<file path="config.mk">
export PLATFORM = sky130hd
export DESIGN_NAME = falling_piece
export DESIGN_NICKNAME = d
export VERILOG_FILES = /design/src/source/tetris_pkg.sv /design/src/source/falling_piece.sv
export VERILOG_INCLUDE_DIRS = /design/src /design/src/include
export SDC_FILE = /design/constraint.sdc
export NUM_CORES = 1
export LEC_CHECK = 0
export ABC_AREA = 0
export BUFFER_PORTS_ARGS = -buffer_cell sky130_fd_sc_hd__buf_4
export CAP_MARGIN = 20
export CORE_MARGIN = 2
export CORE_UTILIZATION = 48
export CTS_CLUSTER_SIZE = 25
export DETAILED_ROUTE_END_ITERATION = 6
export PLACE_DENSITY = 0.76
export SLEW_MARGIN = 20
export SYNTH_ARGS = -nofsm -noshare
export SYNTH_HDL_FRONTEND = slang
export SYNTH_SLANG_ARGS = --single-unit
</file>
<file path="constraint.sdc">
create_clock -name clk -period 1.96 [get_ports clk]
set_input_delay 0.196 -clock clk [delete_from_list [all_inputs] [get_ports clk]]
set_output_delay 0.196 -clock clk [all_outputs]
set_load 0.05 [all_outputs]
</file>
<file path="src/include/tetris_defs.svh">
// tetris core constants
`ifndef TETRIS_DEFS_SVH
`define TETRIS_DEFS_SVH

// playfield geometry, row 0 at the top
`define PLAYFIELD_ROWS 20
`define PLAYFIELD_COLS 10
`define ROW_W 5
`define COL_W 4

// origin of a freshly spawned piece
`define SPAWN_ROW 1
`define SPAWN_COL 4

// action cooldown, short enough for simulation
`define COOLDOWN_CYCLES 16
`define CD_W 8

// wishbone read port
`define WB_ADR_W 9
`define WB_DAT_W 8

`endif

</file>
<file path="src/source/tetris_pkg.sv">
// tetris core types
`include "tetris_defs.svh"

package tetris_pkg;

    typedef enum logic [3:0] {
        BLANK = 4'd0,
        I     = 4'd1,
        O     = 4'd2,
        T     = 4'd3,
        S     = 4'd4,
        Z     = 4'd5,
        J     = 4'd6,
        L     = 4'd7
    } tile_type_t;

    typedef logic [`ROW_W-1:0] row_t;
    typedef logic [`COL_W-1:0] col_t;

    // offsets span -1 to 2
    typedef logic signed [2:0] offset_t;

    typedef struct packed {
        offset_t [0:3] row;
        offset_t [0:3] col;
    } piece_offsets_t;

    // spawn orientation only
    function automatic piece_offsets_t cell_offsets(input tile_type_t kind);
        piece_offsets_t o;
        o = '0;
        case (kind)
            I: begin
                o.row = {3'sd0, 3'sd0, 3'sd0, 3'sd0};
                o.col = {-3'sd1, 3'sd0, 3'sd1, 3'sd2};
            end
            O: begin
                o.row = {3'sd0, 3'sd0, 3'sd1, 3'sd1};
                o.col = {3'sd0, 3'sd1, 3'sd0, 3'sd1};
            end
            T: begin
                o.row = {3'sd0, 3'sd0, 3'sd0, -3'sd1};
                o.col = {-3'sd1, 3'sd0, 3'sd1, 3'sd0};
            end
            S: begin
                o.row = {3'sd0, 3'sd0, -3'sd1, -3'sd1};
                o.col = {-3'sd1, 3'sd0, 3'sd0, 3'sd1};
            end
            Z: begin
                o.row = {-3'sd1, -3'sd1, 3'sd0, 3'sd0};
                o.col = {-3'sd1, 3'sd0, 3'sd0, 3'sd1};
            end
            J: begin
                o.row = {-3'sd1, 3'sd0, 3'sd0, 3'sd0};
                o.col = {-3'sd1, -3'sd1, 3'sd0, 3'sd1};
            end
            L: begin
                o.row = {-3'sd1, 3'sd0, 3'sd0, 3'sd0};
                o.col = {3'sd1, -3'sd1, 3'sd0, 3'sd1};
            end
            default: o = '0;
        endcase
        return o;
    endfunction

endpackage

</file>
<file path="src/source/falling_piece.sv">
// falling piece state and sequencing
`timescale 1ns/1ps
`include "tetris_defs.svh"

module falling_piece (
    input  logic                   clk,
    input  logic                   rst_l,
    input  logic                   move_left,
    input  logic                   move_right,
    input  logic                   soft_drop,
    input  logic                   hard_drop,
    input  logic                   down_valid,
    input  tetris_pkg::row_t       landing_row,
    output tetris_pkg::row_t       origin_row,
    output tetris_pkg::col_t       origin_col,
    output tetris_pkg::tile_type_t piece_type,
    output logic                   lock
);

    import tetris_pkg::*;

    localparam row_t SPAWN_ROW = `SPAWN_ROW;
    localparam col_t SPAWN_COL = `SPAWN_COL;

    row_t row_q;
    col_t col_q;
    row_t landing_q;

    // fixed piece order
    function automatic tile_type_t next_type(input tile_type_t cur);
        tile_type_t nxt;
        case (cur)
            I:       nxt = O;
            O:       nxt = T;
            T:       nxt = S;
            S:       nxt = Z;
            Z:       nxt = J;
            J:       nxt = L;
            default: nxt = I;
        endcase
        return nxt;
    endfunction

    // hard drop locks at once, a blocked soft drop locks too
    assign lock = hard_drop || (soft_drop && !down_valid);

    // landing row from the cycle before the hard-drop pulse;
    // the piece cannot have moved in between
    always_ff @(posedge clk) begin
        landing_q <= landing_row;
    end

    always_ff @(posedge clk or negedge rst_l) begin
        if (!rst_l) begin
            row_q      <= SPAWN_ROW;
            col_q      <= SPAWN_COL;
            piece_type <= I;
        end else if (lock) begin
            row_q      <= SPAWN_ROW;
            col_q      <= SPAWN_COL;
            piece_type <= next_type(piece_type);
        end else if (soft_drop) begin
            row_q <= row_q + 1'b1;
        end else if (move_right) begin
            col_q <= col_q + 1'b1;
        end else if (move_left) begin
            col_q <= col_q - 1'b1;
        end
    end

    // during a hard-drop lock the piece is shown where it lands
    assign origin_row = hard_drop ? landing_q : row_q;
    assign origin_col = col_q;

endmodule

</file>
==> reports/results.ini <==
[outcome]
status=finished clean

[power_and_ir_drop]
power.share.sequential_pct=43.4
power_frac_clock_pct=17.7
peakVddDrop_mv=0.956
power_per_cell_area_nw_per_um2=937
p_int_w=0.000634
p_leak_nw=0.528
combPwrFrac_pct=38.8
p_sw_w=0.000410
swShare_pct=39.3

[route]
drc_errors=0
wire_per_inst_um=11.7
drtPass1Iterations=3
vias=630
viasPerCell=5.00
drt_iter0_drc=8
ant_nets=0
totalWireLength_um=1480

[global_route]
antenna_found_initial=0
globalRouteMet2Util_pct=25.1
grtUsageMet1_pct=21.2
track_usage_pct=16.4
grt_pass1_wl_um=2410
overflow=0
grt_max_degree=13
grt_use_met3_pct=2.38
grt-busiest-layer=met2
grt_pass1_vias=586

[critical_path]
cp.required_ns=2.16
cpPeakStageDelay_ns=0.58
crit_slowest_cell=dfstp_2
crit_arrival_ns=2.00
cp_max_fo=3
worstSetupPathType=register to register
endpoint_kind=register
path_cells=ha_4 > and3_4 > or3_1 > a31o_1 > a21o_1
cp-start-kind=register

[layout]
fin_nets=126
num_antenna_cells=0
area_delta_synth_final_pct=33.4
stdcell_count=126
drive_above_1_share_pct=36.7
fill_cells=137

[cts]
clockRootBuffer=clkbuf_4
postCtsSetupBuffers=0
ctsResizeCount=0
cts_buffers=3
clk_latency_ns=0.29
cts_tree=yes
clkSinkCount=17
clockBufferDepth=2
hold_buffers=6
clk_pin_slew_worst_paths_ns=0.10
ctsHtreeMaxLevel=1

[min_path]
hold_class=primary input to register

[placement]
dp_hpwl_um=1080
numPortBuffers=24
dp.cells=116
gp_congestion=0.839

[synth]
seq_area_frac_synth_pct=48.4
netlist_area_sq_um=835
synthDistinctLibCells=30
synth_seq_cells=17
syn_inst=78
synth_top_flop_cell=dfrtp_1
yosysWarningCount=0
synth_nets=94
synth_edf_count=0
syn_avg_cell_area_sq_um=10.7
async_flop_share_pct=70.6

[sta]
final.min_clock_period_ns=1.81
fmax_mhz=554
grt_setup_unrepaired=false
setup_viol=0
finalCritPeriodShare_pct=92.1
finalSetupTns_ns=0
clock_skew_ns=0.00533
final_hold_viol_count=0
slew_viol_final=0

[run]
maxCapViolations=0

[die]
die_h_um=45.7
start_util_pct=50.0
die_w_um=45.7
core_area_sq_um=1670
fp.dieArea_sq_um=2090
placementRows=15
ios=26

==> critical path: cells and delay by family (launching register included) <==
kind                     cells  cell delay, ns
adder cells (fa/ha/maj)      1            0.21
AND/OR/NAND/NOR              2            0.57
AO/OA/AOI/OAI                2            0.35
flip-flops                   1            0.58
==> flip-flops by register name, indices dropped and copies added, names as in the netlist <==
| register | cells |
|---|---|
| landing_q | 5 |
| origin_col | 4 |
| piece_type | 3 |
| row_q | 5 |
==> power groups by stage <==
stage | clock network, W | registers (W) | logic [W]
finish | 0.000185 | 0.000453 | 0.000405
global route | 0.000205 | 0.000463 | 0.000431
CTS | 0.000195 | 0.000454 | 0.000409
detailed placement | 0 | 0.000461 | 0.000397
global placement | 0 | 0.000458 | 0.000392
floorplan | 0 | 0.000590 | 0.000150
==> cells in the final DEF, fill, tap and decap left out <==
cell type | Yosys | routed
a21oi_4 | 1 | 1
or3_1 | 2 | 2
xor2_1 | 4 | 4
a31o_1 | 1 | 1
ha_4 | 0 | 1
dfrtp_1 | 9 | 9
and3_4 | 1 | 1
fa_1 | 1 | 1
a21oi_1 | 1 | 1
conb_1 | 1 | 1
nor2_1 | 5 | 5
inv_1 | 5 | 5
mux2_2 | 5 | 5
or2_1 | 2 | 2
a211oi_1 | 1 | 1
nand3_1 | 4 | 4
dfstp_2 | 3 | 3
clkinv_2 | 0 | 1
clkbuf_4 | 0 | 3
a21o_2 | 1 | 1
a21o_1 | 2 | 2
dlygate4sd3_1 | 0 | 6
nand4_1 | 2 | 2
nand2_1 | 6 | 6
o21ai_0 | 4 | 4
a22oi_1 | 1 | 1
buf_4 | 1 | 24
ha_1 | 3 | 2
o21a_1 | 1 | 1
xnor2_1 | 2 | 2
nand2b_1 | 2 | 2
dfxtp_1 | 5 | 5
==> cells by family after synthesis <==
kind of cell	share of synthesized area, %
adder cells (fa/ha/maj)	6.90
multiplexers	6.75
XOR/XNOR	6.30
buffers and inverters	4.95
flip-flops	48.4
AND/OR/NAND/NOR	14.7
other	0.449
AO/OA/AOI/OAI	11.5
==> path summary, 6_finish.rpt <==
check | startpoint | to | slack, ns | cells past startpoint
min in group asynchronous | rst_l | origin_col[0]$_DFFE_PN0P_ | 0.26 | 2
worst min register to register | piece_type[2]$_DFFE_PN0N_ | piece_type[2]$_DFFE_PN0N_ | 0.51 | 1
worst max-delay path | origin_col[2]$_DFFE_PN1P_ | origin_col[3]$_DFFE_PN0P_ | 0.15 | 5
worst min-delay path | hard_drop | row_q[1]$_DFFE_PN0P_ | 0.16 | 2
max in group asynchronous | rst_l | row_q[0]$_DFFE_PN1P_ | 1.46 | 2
worst max register to register | origin_col[2]$_DFFE_PN1P_ | origin_col[3]$_DFFE_PN0P_ | 0.15 | 5
==> layout make-up <==
class                           instances  area (sq um)  area share (%)
Multi-Input combinational cell         53           402            36.1
Sequential cell                        17           404            36.3
Tap cell                               17          21.3            1.91
Inverter                                5          18.8            1.69
Clock inverter                          1          5.00           0.449
Clock buffer                            3          22.5            2.02
Timing Repair Buffer                   30           240            21.6
==> metal layers <==
layer,routed length (um),vias to the layer above,share of wire (%)
li1,-,325,-
met1,676,288,46
met2,717,15,49
met3,56,2,3.8
met4,25,0,1.7
met5,0,-,0
==> stage by stage <==
step	setup slack [ns]	total power, W	util (%)	instance area, sq um	hold slack (ns)
after floorplan	0.00377	0.000741	-	847	-0.0996
after global placement	0.198	0.000850	61.4	1030	0.0438
after detailed placement	0.170	0.000858	61.4	1030	0.0455
after CTS	0.157	0.00106	66.7	1110	0.153
after global routing	0.104	0.00110	66.7	1110	0.167
final	0.154	0.00104	66.7	1110	0.162
==> cells in the mapped netlist, types with 2 or more instances <==
cell type  n  area (sq um)
a21o_1     2          15.0
o21ai_0    4          20.0
nand4_1    2          12.5
mux2_2     5          56.3
or2_1      2          12.5
nand2b_1   2          12.5
nand2_1    6          22.5
ha_1       3          37.5
nand3_1    4          20.0
inv_1      5          18.8
dfstp_2    3          78.8
dfrtp_1    9           225
xnor2_1    2          17.5
dfxtp_1    5           100
nor2_1     5          18.8
xor2_1     4          35.0
or3_1      2          12.5
(Power assumes the default switching activity.)
