==> src/include/tetris_defs.svh <==
// tetris core constants
`ifndef TETRIS_DEFS_SVH
`define TETRIS_DEFS_SVH

// playfield geometry, row 0 at the top
`define PLAYFIELD_ROWS 20
`define PLAYFIELD_COLS 10
`define ROW_W 5
`define COL_W 4

// origin of a freshly spawned piece
`define SPAWN_ROW 1
`define SPAWN_COL 4

// action cooldown, short enough for simulation
`define COOLDOWN_CYCLES 16
`define CD_W 8

// wishbone read port
`define WB_ADR_W 9
`define WB_DAT_W 8

`endif

==> src/source/input_conditioner.sv <==
// key conditioning and action pulses
`timescale 1ns/1ps
`include "tetris_defs.svh"

module input_conditioner (
    input  logic clk,
    input  logic rst_l,
    input  logic key_left,
    input  logic key_right,
    input  logic key_soft,
    input  logic key_hard,
    input  logic left_valid,
    input  logic right_valid,
    output logic move_left,
    output logic move_right,
    output logic soft_drop,
    output logic hard_drop
);

    localparam logic [`CD_W-1:0] CD_LOAD = `COOLDOWN_CYCLES;

    // action index: 0 left, 1 right, 2 soft, 3 hard
    logic [3:0]        key_pressed;
    logic [3:0]        key_meta;
    logic [3:0]        key_sync;
    logic [`CD_W-1:0]  cooldown [4];
    logic [3:0]        armed;
    logic [3:0]        fire;
    logic [3:0]        pulse;

    assign key_pressed = {~key_hard, ~key_soft, ~key_right, ~key_left};

    // two-flop synchronizers
    always_ff @(posedge clk or negedge rst_l) begin
        if (!rst_l) begin
            key_meta <= '0;
            key_sync <= '0;
        end else begin
            key_meta <= key_pressed;
            key_sync <= key_meta;
        end
    end

    // nothing fires while any pulse is in flight, so validity and
    // the landing row always refer to the piece as it stands
    always_comb begin
        for (int a = 0; a < 4; a++) begin
            armed[a] = key_sync[a] && (cooldown[a] == '0) && (pulse == '0);
        end
        fire[1] = armed[1] && right_valid;
        // right wins a tie
        fire[0] = armed[0] && left_valid && !fire[1];
        fire[2] = armed[2];
        fire[3] = armed[3];
    end

    always_ff @(posedge clk or negedge rst_l) begin
        if (!rst_l) begin
            pulse <= '0;
        end else begin
            pulse <= fire;
        end
    end

    for (genvar a = 0; a < 4; a++) begin : g_cooldown
        always_ff @(posedge clk or negedge rst_l) begin
            if (!rst_l) begin
                cooldown[a] <= '0;
            end else if (pulse[a]) begin
                cooldown[a] <= CD_LOAD;
            end else if (cooldown[a] != '0) begin
                cooldown[a] <= cooldown[a] - 1'b1;
            end
        end
    end

    assign move_left  = pulse[0];
    assign move_right = pulse[1];
    assign soft_drop  = pulse[2];
    assign hard_drop  = pulse[3];

endmodule

==> config.mk <==
export PLATFORM = sky130hd
export DESIGN_NAME = input_conditioner
export DESIGN_NICKNAME = d
export VERILOG_FILES = /design/src/source/input_conditioner.sv
export VERILOG_INCLUDE_DIRS = /design/src /design/src/include
export SDC_FILE = /design/constraint.sdc
export NUM_CORES = 1
export LEC_CHECK = 0
export BUFFER_PORTS_ARGS = -buffer_cell sky130_fd_sc_hd__buf_4
export CAP_MARGIN = 20
export CORE_MARGIN = 4
export CORE_UTILIZATION = 30
export DETAILED_ROUTE_END_ITERATION = 7
export PLACE_DENSITY = 0.53
export SLEW_MARGIN = 10
export SYNTH_ARGS = -nofsm -noshare
export SYNTH_HDL_FRONTEND = slang
export SYNTH_SLANG_ARGS = --single-unit
==> constraint.sdc <==
create_clock -name clk -period 2 [get_ports clk]
set_input_delay 0.2 -clock clk [delete_from_list [all_inputs] [get_ports clk]]
set_output_delay 0.2 -clock clk [all_outputs]
set_load 0.01 [all_outputs]
==> impl_metrics.ini, run 1 <==
[setup_path]
r2r_slack_ns = 0.21
critPathSlowestCell = or3b_2
crit_chain = inv_1 > ha_1 > or3b_2 > o2111ai_1 > mux2_2
critPathLaunchType = flip-flop
cp_top_family = simple AND/OR/NAND/NOR gates
crit_buf_inv = 1
critPathKind = reg2reg
max_stage_delay_ns = 0.45
end_kind = flip-flop
cp_max_fo = 6
crit_required_ns = 2.18
worstPathArrival_ns = 1.97

[die]
dieArea_sq_um = 8580
die_x_microns = 92.6
start_util_pct = 31.3
fp-row-count = 30
dieHeight_microns = 92.6
io_pins = 12
coreArea_sq_um = 6870

[clock_tree]
h-tree-depth = 2
ctsRootBufferMaster = clkbuf_8
cts_buffers = 5
clk_pin_slew_ns = 0.09
clk_path_buf_depth = 2
worstSkewPairLatency_ns = 0.29
cts_tree = done
cts_sinks = 44
ctsResizeCount = 0

[sta]
slew_violations = 0
fin_setup_tns_ns = 0
fin_ws_ns = 0.210
setup_violations = 0
relSlewSlack_pct = 61.6
worstMarginPinSlew_ns = 0.576
finalHoldViolCount = 0
max_freq_mhz = 559
rsz0062_at_grt = false
finClkSkew_ns = 0.0172
fin_crit_sh_pct = 89.5
period_minus_slack_ns = 1.79

[synth]
synthesis.nets = 230
yosys_warnings = 0
ys_seq_area_share_pct = 51.3
synth-edff-count = 0
ys_ff_latch = 44
async_flop_share_pct = 100
ys.flop_type = dfrtp_1
synthCells = 214
yosys.area.top_type = dfrtp_1
synth_area_leaders = dfrtp_1 51%, a21oi_1 4.7%, ha_1 4.7%
synth_area_sq_um = 2150
yosysUniqueCellTypes = 38
synth.avg_cell_area_sq_um = 10.0
synth_top_area_share_pct = 51.3

[power]
peakVddDrop_v = 0.000599
power_density_nw_per_um2 = 1480
p_leak_uw = 0.00104

[placed_design]
place.gp.congestion = 0.814
detailed_place_hpwl_microns = 2800
portBuffers = 11
post-place-ws_ns = 0.213

[finish]
drive_above_1_share_pct = 15.2
fin_util_pct = 35.9
syn_to_final_growth_pct = 14.7
diodes = 0
nets = 245
final_common_cell = dfrtp_1
most-common-layout-cells = 44 x dfrtp_1, 20 x a21oi_1, 17 x inv_1

[route]
wl_per_cell_microns = 12.6
drt_wl_total_microns = 4120
dr.pass1.iters = 4
drcViolationCount = 0
vias = 1643
drtIter0Drc = 76
antenna_left = 0
viasPerCell = 5.04

[run]
drv_cap = 0

[run_status]
status = finished, final reports clean

[global_route]
antenna_found_initial = 0
grt_max_degree = 45
grt.total_usage_pct = 10.0
grt_pass1_wl_microns = 7070
grt_overflow_total = 0
grt_pass1_vias = 1534

[min_path]
hp-class = in2reg
[Yosys cell counts (2+ instances only)]
library cell / count
o21a_1: 4
a211oi_1: 3
o21ai_0: 13
nor4_1: 6
nor2_1: 12
inv_1: 17
o311ai_0: 2
a21oi_1: 20
a31o_2: 2
nor3_1: 15
nand2_1: 7
nor3b_1: 3
ha_1: 8
clkbuf_1: 7
or4_1: 10
nor2b_1: 4
o31ai_1: 7
dfrtp_1: 44
nand3_1: 2
or3_1: 4
o41ai_1: 2
or3b_2: 6
[where the power goes]
| group | switching, uW | leakage, uW | internal (uW) | total [uW] |
|---|---|---|---|---|
| logic | 689 | 0.000449 | 662 | 1350 |
| clock network | 297 | 0.0000552 | 371 | 668 |
| registers | 393 | 0.000541 | 1220 | 1620 |
| total | 1380 | 0.00104 | 2260 | 3640 |
[through the flow]
stage / hold slack (ns) / total power (uW) / cell area, sq um / std cells
4_1_cts: 0.0239 / 3670 / 2460 / 326
6_report: 0.0413 / 3640 / 2460 / 326
2_1_floorplan: -0.0956 / 2610 / 2150 / 214
3_3_place_gp: 0.242 / 2950 / 2350 / 317
5_1_grt: 0.0326 / 3970 / 2460 / 326
3_5_place_dp: 0.245 / 2980 / 2350 / 317
[area by class of cell]
cell class,count,area [sq um]
clock buffers,6,72.6
clock inverters,2,35.0
fillers,689,4410
multi-input cells,144,941
flip-flops and latches,44,1100
repair buffers,17,130
well taps,96,120
inverters,17,63.8
[path summary, 6_finish.rpt]
path,startpoint,endpoint,cells after the start
max,cooldown[16]$_DFFE_PN0P_,cooldown[23]$_DFFE_PN0P_,5
min,key_right,key_meta[1]$_DFF_PN0_,2
max reg2reg,cooldown[16]$_DFFE_PN0P_,cooldown[23]$_DFFE_PN0P_,5
min reg2reg,key_meta[3]$_DFF_PN0_,key_sync[3]$_DFF_PN0_,0
max in group asynchronous,rst_l,key_sync[2]$_DFF_PN0_,2
min in group asynchronous,rst_l,cooldown[22]$_DFFE_PN0P_,2
[timing repair]
item	4_1_cts	5_1_grt
hold buffers	1	0
endpoints found under the hold margin	44	0
buffers inserted	0	0
[per-layer routing]
metal / vias up / track usage [%] / part of all wire [%]
li1: 814 / - / -
met5: - / 0 / 0
met3: 2 / 2.19 / 2.9
met4: 0 / 3.30 / 0.90
met1: 797 / 14.2 / 50
met2: 30 / 15.2 / 46
[registers in the layout, indices dropped and copies added (netlist names)]
register	count
cooldown	32
key_meta	4
key_sync	4
pulse	4
[cell families (layout without fill, tap and decap cells)]
group	after synthesis	in the layout	synth area share (%)
and+or+nand+nor	77	77	21.6
DFF	44	44	51.3
buffers and inverters	26	42	4.95
AOI/OAI and AO/OA	58	58	17.0
adders and majority gates	8	8	4.66
muxes	1	1	0.524
No activity file was read; power rests on OpenSTA's default activity.
==> run 2, diff against run 1 <==
CORE_UTILIZATION = 50   (was 30)
PLACE_DENSITY = 0.76   (was 0.53)
==> run 2 against run 1 <==
Net effect:
- sequential share of layout area is 0.81 points higher
- first-iteration DRC count is 13% higher
- die area is 37% lower
- clock-buffer cell count stayed put
- global-route usage is 6.7 points higher
- combinational power hardly changed
- total power is 1.4% higher
- fmax is 0.90% lower
- wire length is 5.0% lower
- setup slack worse by 0.016 ns
- final cell count is 14% lower
- clock skew is 0.00054 ns higher
- critical path type unchanged
- highest routed layer unchanged
==> impl_metrics.ini, run 2 (synthesized netlist as in run 1, its figures left out) <==
[finish]
syn_to_final_growth_pct = 12.6
most-common-layout-cells = 44 x dfrtp_1, 20 x a21oi_1, 17 x inv_1
nFillCells = 335
drive_above_1_share_pct = 15.7
fin_cells = 280
nets = 245
fin_util_pct = 59.2
largest_reg_flops = 32
seqCellArea_sq_um = 1100
top_register = cooldown
final_common_cell = dfrtp_1
multi_input_area_sq_um = 941
diodes = 0

[global_route]
antenna_found_initial = 0
grt_util_met2_pct = 25.6
grt_overflow_total = 0
use_met3_pct = 3.97
grt_pass1_wl_microns = 7020
grt.total_usage_pct = 16.7
use_met1_pct = 22.9
grt_max_degree = 45
grt_pass1_vias = 1529
gr-max-usage-layer = met2

[clock_tree]
h-tree-depth = 2
cts_setup_buffers = 0
ctsResizeCount = 0
cts_hold_buf = 1
ctsRootBufferMaster = clkbuf_8
cts_tree = done
worstSkewPairLatency_ns = 0.30
cts_buffers = 5
cts_sinks = 44
clk_pin_slew_ns = 0.09
clk_path_buf_depth = 2

[sta]
slew_violations = 0
worstMarginPinSlew_ns = 0.551
finClkSkew_ns = 0.0177
relSlewSlack_pct = 63.3
fin_crit_sh_pct = 90.3
fin_ws_ns = 0.193
max_freq_mhz = 554
finalHoldViolCount = 0
rsz0062_at_grt = false
period_minus_slack_ns = 1.81
setup_violations = 0
fin_setup_tns_ns = 0

[die]
dieArea_sq_um = 5410
dieHeight_microns = 73.6
fp-row-count = 23
io_pins = 12
die_x_microns = 73.6
start_util_pct = 52.6
coreArea_sq_um = 4090

[setup_path]
worstPathArrival_ns = 2.00
crit_required_ns = 2.19
critPathSlowestCell = or3b_2
rr_endpoint = cooldown[23]$_DFFE_PN0P_
crit_start = cooldown[16]$_DFFE_PN0P_
critPathLaunchType = flip-flop
r2r_slack_ns = 0.19
critPathKind = reg2reg
reg2reg_from = cooldown[16]$_DFFE_PN0P_
cp_max_fo = 6
cp_top_family = simple AND/OR/NAND/NOR gates
crit_buf_inv = 1
cp.depth = 5
end_kind = flip-flop
crit_chain = inv_1 > ha_1 > or3b_2 > o2111ai_1 > mux2_2
worstRegToRegCells = 5
max_stage_delay_ns = 0.46

[min_path]
hold_start = key_left
min_to = key_meta[0]$_DFF_PN0_
hold_depth = 2
hp-class = in2reg

[power]
total_power_uw = 3690
power_density_nw_per_um2 = 1520
p_leak_uw = 0.00105
peakVddDrop_v = 0.000780

[run]
drv_cap = 0

[route]
antenna_left = 0
dr.pass1.iters = 4
wl_per_cell_microns = 14.0
vias = 1640
drt_wl_total_microns = 3910
drcViolationCount = 0
drtIter0Drc = 86
viasPerCell = 5.86

[placed_design]
portBuffers = 11
post-place-ws_ns = 0.201
detailed_place_hpwl_microns = 2590
dp.cells = 271
place.gp.congestion = 0.796

[run_status]
status = finished, final reports clean
run 2: cell counts in the layout (fill, tap and decap cells not counted):
Identical to the previous run, type by type.
run 2: where the power goes:
| group | total (uW) | internal (uW) | leakage, uW | switching (uW) |
|---|---|---|---|---|
| registers | 1610 | 1220 | 0.000541 | 382 |
| clock network | 723 | 409 | 0.0000614 | 314 |
| logic | 1360 | 663 | 0.000449 | 694 |
run 2: layout make-up:
class | count | share of cell area [%]
clock inverters | 2 | 1.60
inverters | 17 | 2.64
flip-flops and latches | 44 | 45.5
well taps | 50 | 2.59
clock buffers | 6 | 3.41
repair buffers | 17 | 5.38
multi-input cells | 144 | 38.9
run 2: how the worst max path moves through the flow:
stage / to
5_1_grt: cooldown[17]$_DFFE_PN0P_
3_5_place_dp: cooldown[23]$_DFFE_PN0P_
2_1_floorplan: cooldown[23]$_DFFE_PN0P_
6_report: cooldown[23]$_DFFE_PN0P_
3_3_place_gp: cooldown[23]$_DFFE_PN0P_
4_1_cts: cooldown[23]$_DFFE_PN0P_
run 2: layer usage:
layer	vias to the layer above	share of wire (%)
li1	820	-
met1	783	48
met2	30	47
met3	7	3.6
met4	0	1.5
met5	-	0
run 2: stage by stage:
stage	hold WS, ns	cell area [sq um]
after global placement	0.226	2290
final	0.0303	2420
after floorplan	-0.0956	2150
after global routing	0.0247	2420
after CTS	0.0236	2420
after detailed placement	0.225	2290
==> run 3, diff against run 2 <==
CORE_ASPECT_RATIO = 0.75   (was unset)
==> run 3 against run 2 <==
Net effect:
- setup slack improved by 0.0022 ns
- total power decreased by 3.8%
- critical path depth did not move
- design area decreased by 0.93%
- die area is 0.20% higher
- clock-buffer cell count did not move
- via count grew 0.67%
- worst hold slack improved by 0.0029 ns
- sequential power hardly changed
==> impl_metrics.ini, run 3 (synthesized netlist as in run 1, its figures left out) <==
[die]
coreArea_sq_um = 4100
io_pins = 12
die_x_microns = 83.7
dieHeight_microns = 64.8
fp-row-count = 20
dieArea_sq_um = 5420
start_util_pct = 52.3

[setup_path]
r2r_slack_ns = 0.20
critPathLaunchType = flip-flop
critPathSlowestCell = or3b_2
worstPathArrival_ns = 1.99
crit_chain = inv_1 > ha_1 > or3b_2 > o2111ai_1 > mux2_2
cp_top_family = simple AND/OR/NAND/NOR gates
reg2reg_from = cooldown[16]$_DFFE_PN0P_
end_kind = flip-flop
crit_buf_inv = 1
crit_start = cooldown[16]$_DFFE_PN0P_
critPathKind = reg2reg
max_stage_delay_ns = 0.45
worstRegToRegCells = 5
crit_required_ns = 2.19
cp_max_fo = 6
rr_endpoint = cooldown[23]$_DFFE_PN0P_

[finish]
drive_above_1_share_pct = 15.7
top_register = cooldown
nets = 245
nFillCells = 371
most-common-layout-cells = 44 x dfrtp_1, 20 x a21oi_1, 17 x inv_1
final_common_cell = dfrtp_1
syn_to_final_growth_pct = 11.6
largest_reg_flops = 32
diodes = 0

[power]
power_density_nw_per_um2 = 1480
p_leak_uw = 0.00104
peakVddDrop_v = 0.00103

[clock_tree]
cts_setup_buffers = 0
cts_hold_buf = 1
worstSkewPairLatency_ns = 0.29
h-tree-depth = 2
ctsResizeCount = 0
cts_buffers = 5
clk_path_buf_depth = 2
clk_pin_slew_ns = 0.08
cts_tree = done
ctsRootBufferMaster = clkbuf_8
cts_sinks = 44

[sta]
fin_setup_tns_ns = 0
relSlewSlack_pct = 64.3
finalHoldViolCount = 0
period_minus_slack_ns = 1.80
max_freq_mhz = 554
slew_violations = 0
fin_crit_sh_pct = 90.2
finClkSkew_ns = 0.00500
worstMarginPinSlew_ns = 0.535
setup_violations = 0
fin_hold_ws_ns = 0.0332
rsz0062_at_grt = false

[min_path]
hold_start = key_hard
hp-class = in2reg
hold_depth = 2
min_to = key_meta[3]$_DFF_PN0_

[route]
wl_per_cell_microns = 13.7
vias = 1651
antenna_left = 0
dr.pass1.iters = 5
drt_wl_total_microns = 3900
viasPerCell = 5.79
drcViolationCount = 0
drtIter0Drc = 79

[global_route]
use_met3_pct = 4.96
grt_pass1_vias = 1514
grt_pass1_wl_microns = 6860
antenna_found_initial = 0
grt.total_usage_pct = 15.9
grt_max_degree = 45
use_met1_pct = 22.1
gr-max-usage-layer = met2
grt_overflow_total = 0
grt_util_met2_pct = 23.9

[run]
drv_cap = 0

[run_status]
status = finished, final reports clean

[placed_design]
portBuffers = 11
place.gp.congestion = 0.825
detailed_place_hpwl_microns = 2660
==> run 3: area by class of cell <==
type / instances / area [sq um] / share of cell area (%)
clock buffer: 6 / 82.6 / 3.44
tap: 55 / 68.8 / 2.87
timing repair buffer: 17 / 130 / 5.43
clock inverter: 2 / 10.0 / 0.418
inverter: 17 / 63.8 / 2.66
sequential: 44 / 1100 / 45.9
multi-input combinational: 144 / 941 / 39.2
==> run 3: power breakdown <==
part | internal (uW) | switching [uW] | leakage [uW]
logic | 666 | 686 | 0.000449
clock network | 276 | 304 | 0.0000510
registers | 1220 | 390 | 0.000541
==> run 3: worst max path at each step <==
stage	end	slack, ns	cells past startpoint
6_report	cooldown[23]$_DFFE_PN0P_	0.20	5
5_1_grt	pulse[1]$_DFF_PN0_	0.08	6
4_1_cts	cooldown[23]$_DFFE_PN0P_	0.18	5
3_5_place_dp	cooldown[23]$_DFFE_PN0P_	0.19	5
3_3_place_gp	cooldown[23]$_DFFE_PN0P_	0.26	5
2_1_floorplan	cooldown[23]$_DFFE_PN0P_	0.12	6
==> run 3: layer usage <==
metal  up-vias  share of wire [%]
met5         -                  0
met4         0                1.1
met3         5                4.0
met2        32                 43
met1       790                 52
li1        824                  -
==> run 3: worst reg2reg max path, cell delays in order, from the launching register on <==
cell and delay [ns]:
dfrtp_1 0.44, inv_1 0.11, ha_1 0.15, or3b_2 0.45, o2111ai_1 0.20, mux2_2 0.35
==> run 3: stage by stage <==
stage	cell area, sq um	util, %	worst slack, ns	cells	power [uW]
5_1_grt	2400	58.4	0.0842	285	3870
3_5_place_dp	2290	55.9	0.188	276	2970
3_3_place_gp	2290	55.9	0.262	276	2910
2_1_floorplan	2150	-	0.122	214	2610
4_1_cts	2400	58.4	0.184	285	3570
6_report	2400	58.4	0.196	285	3550
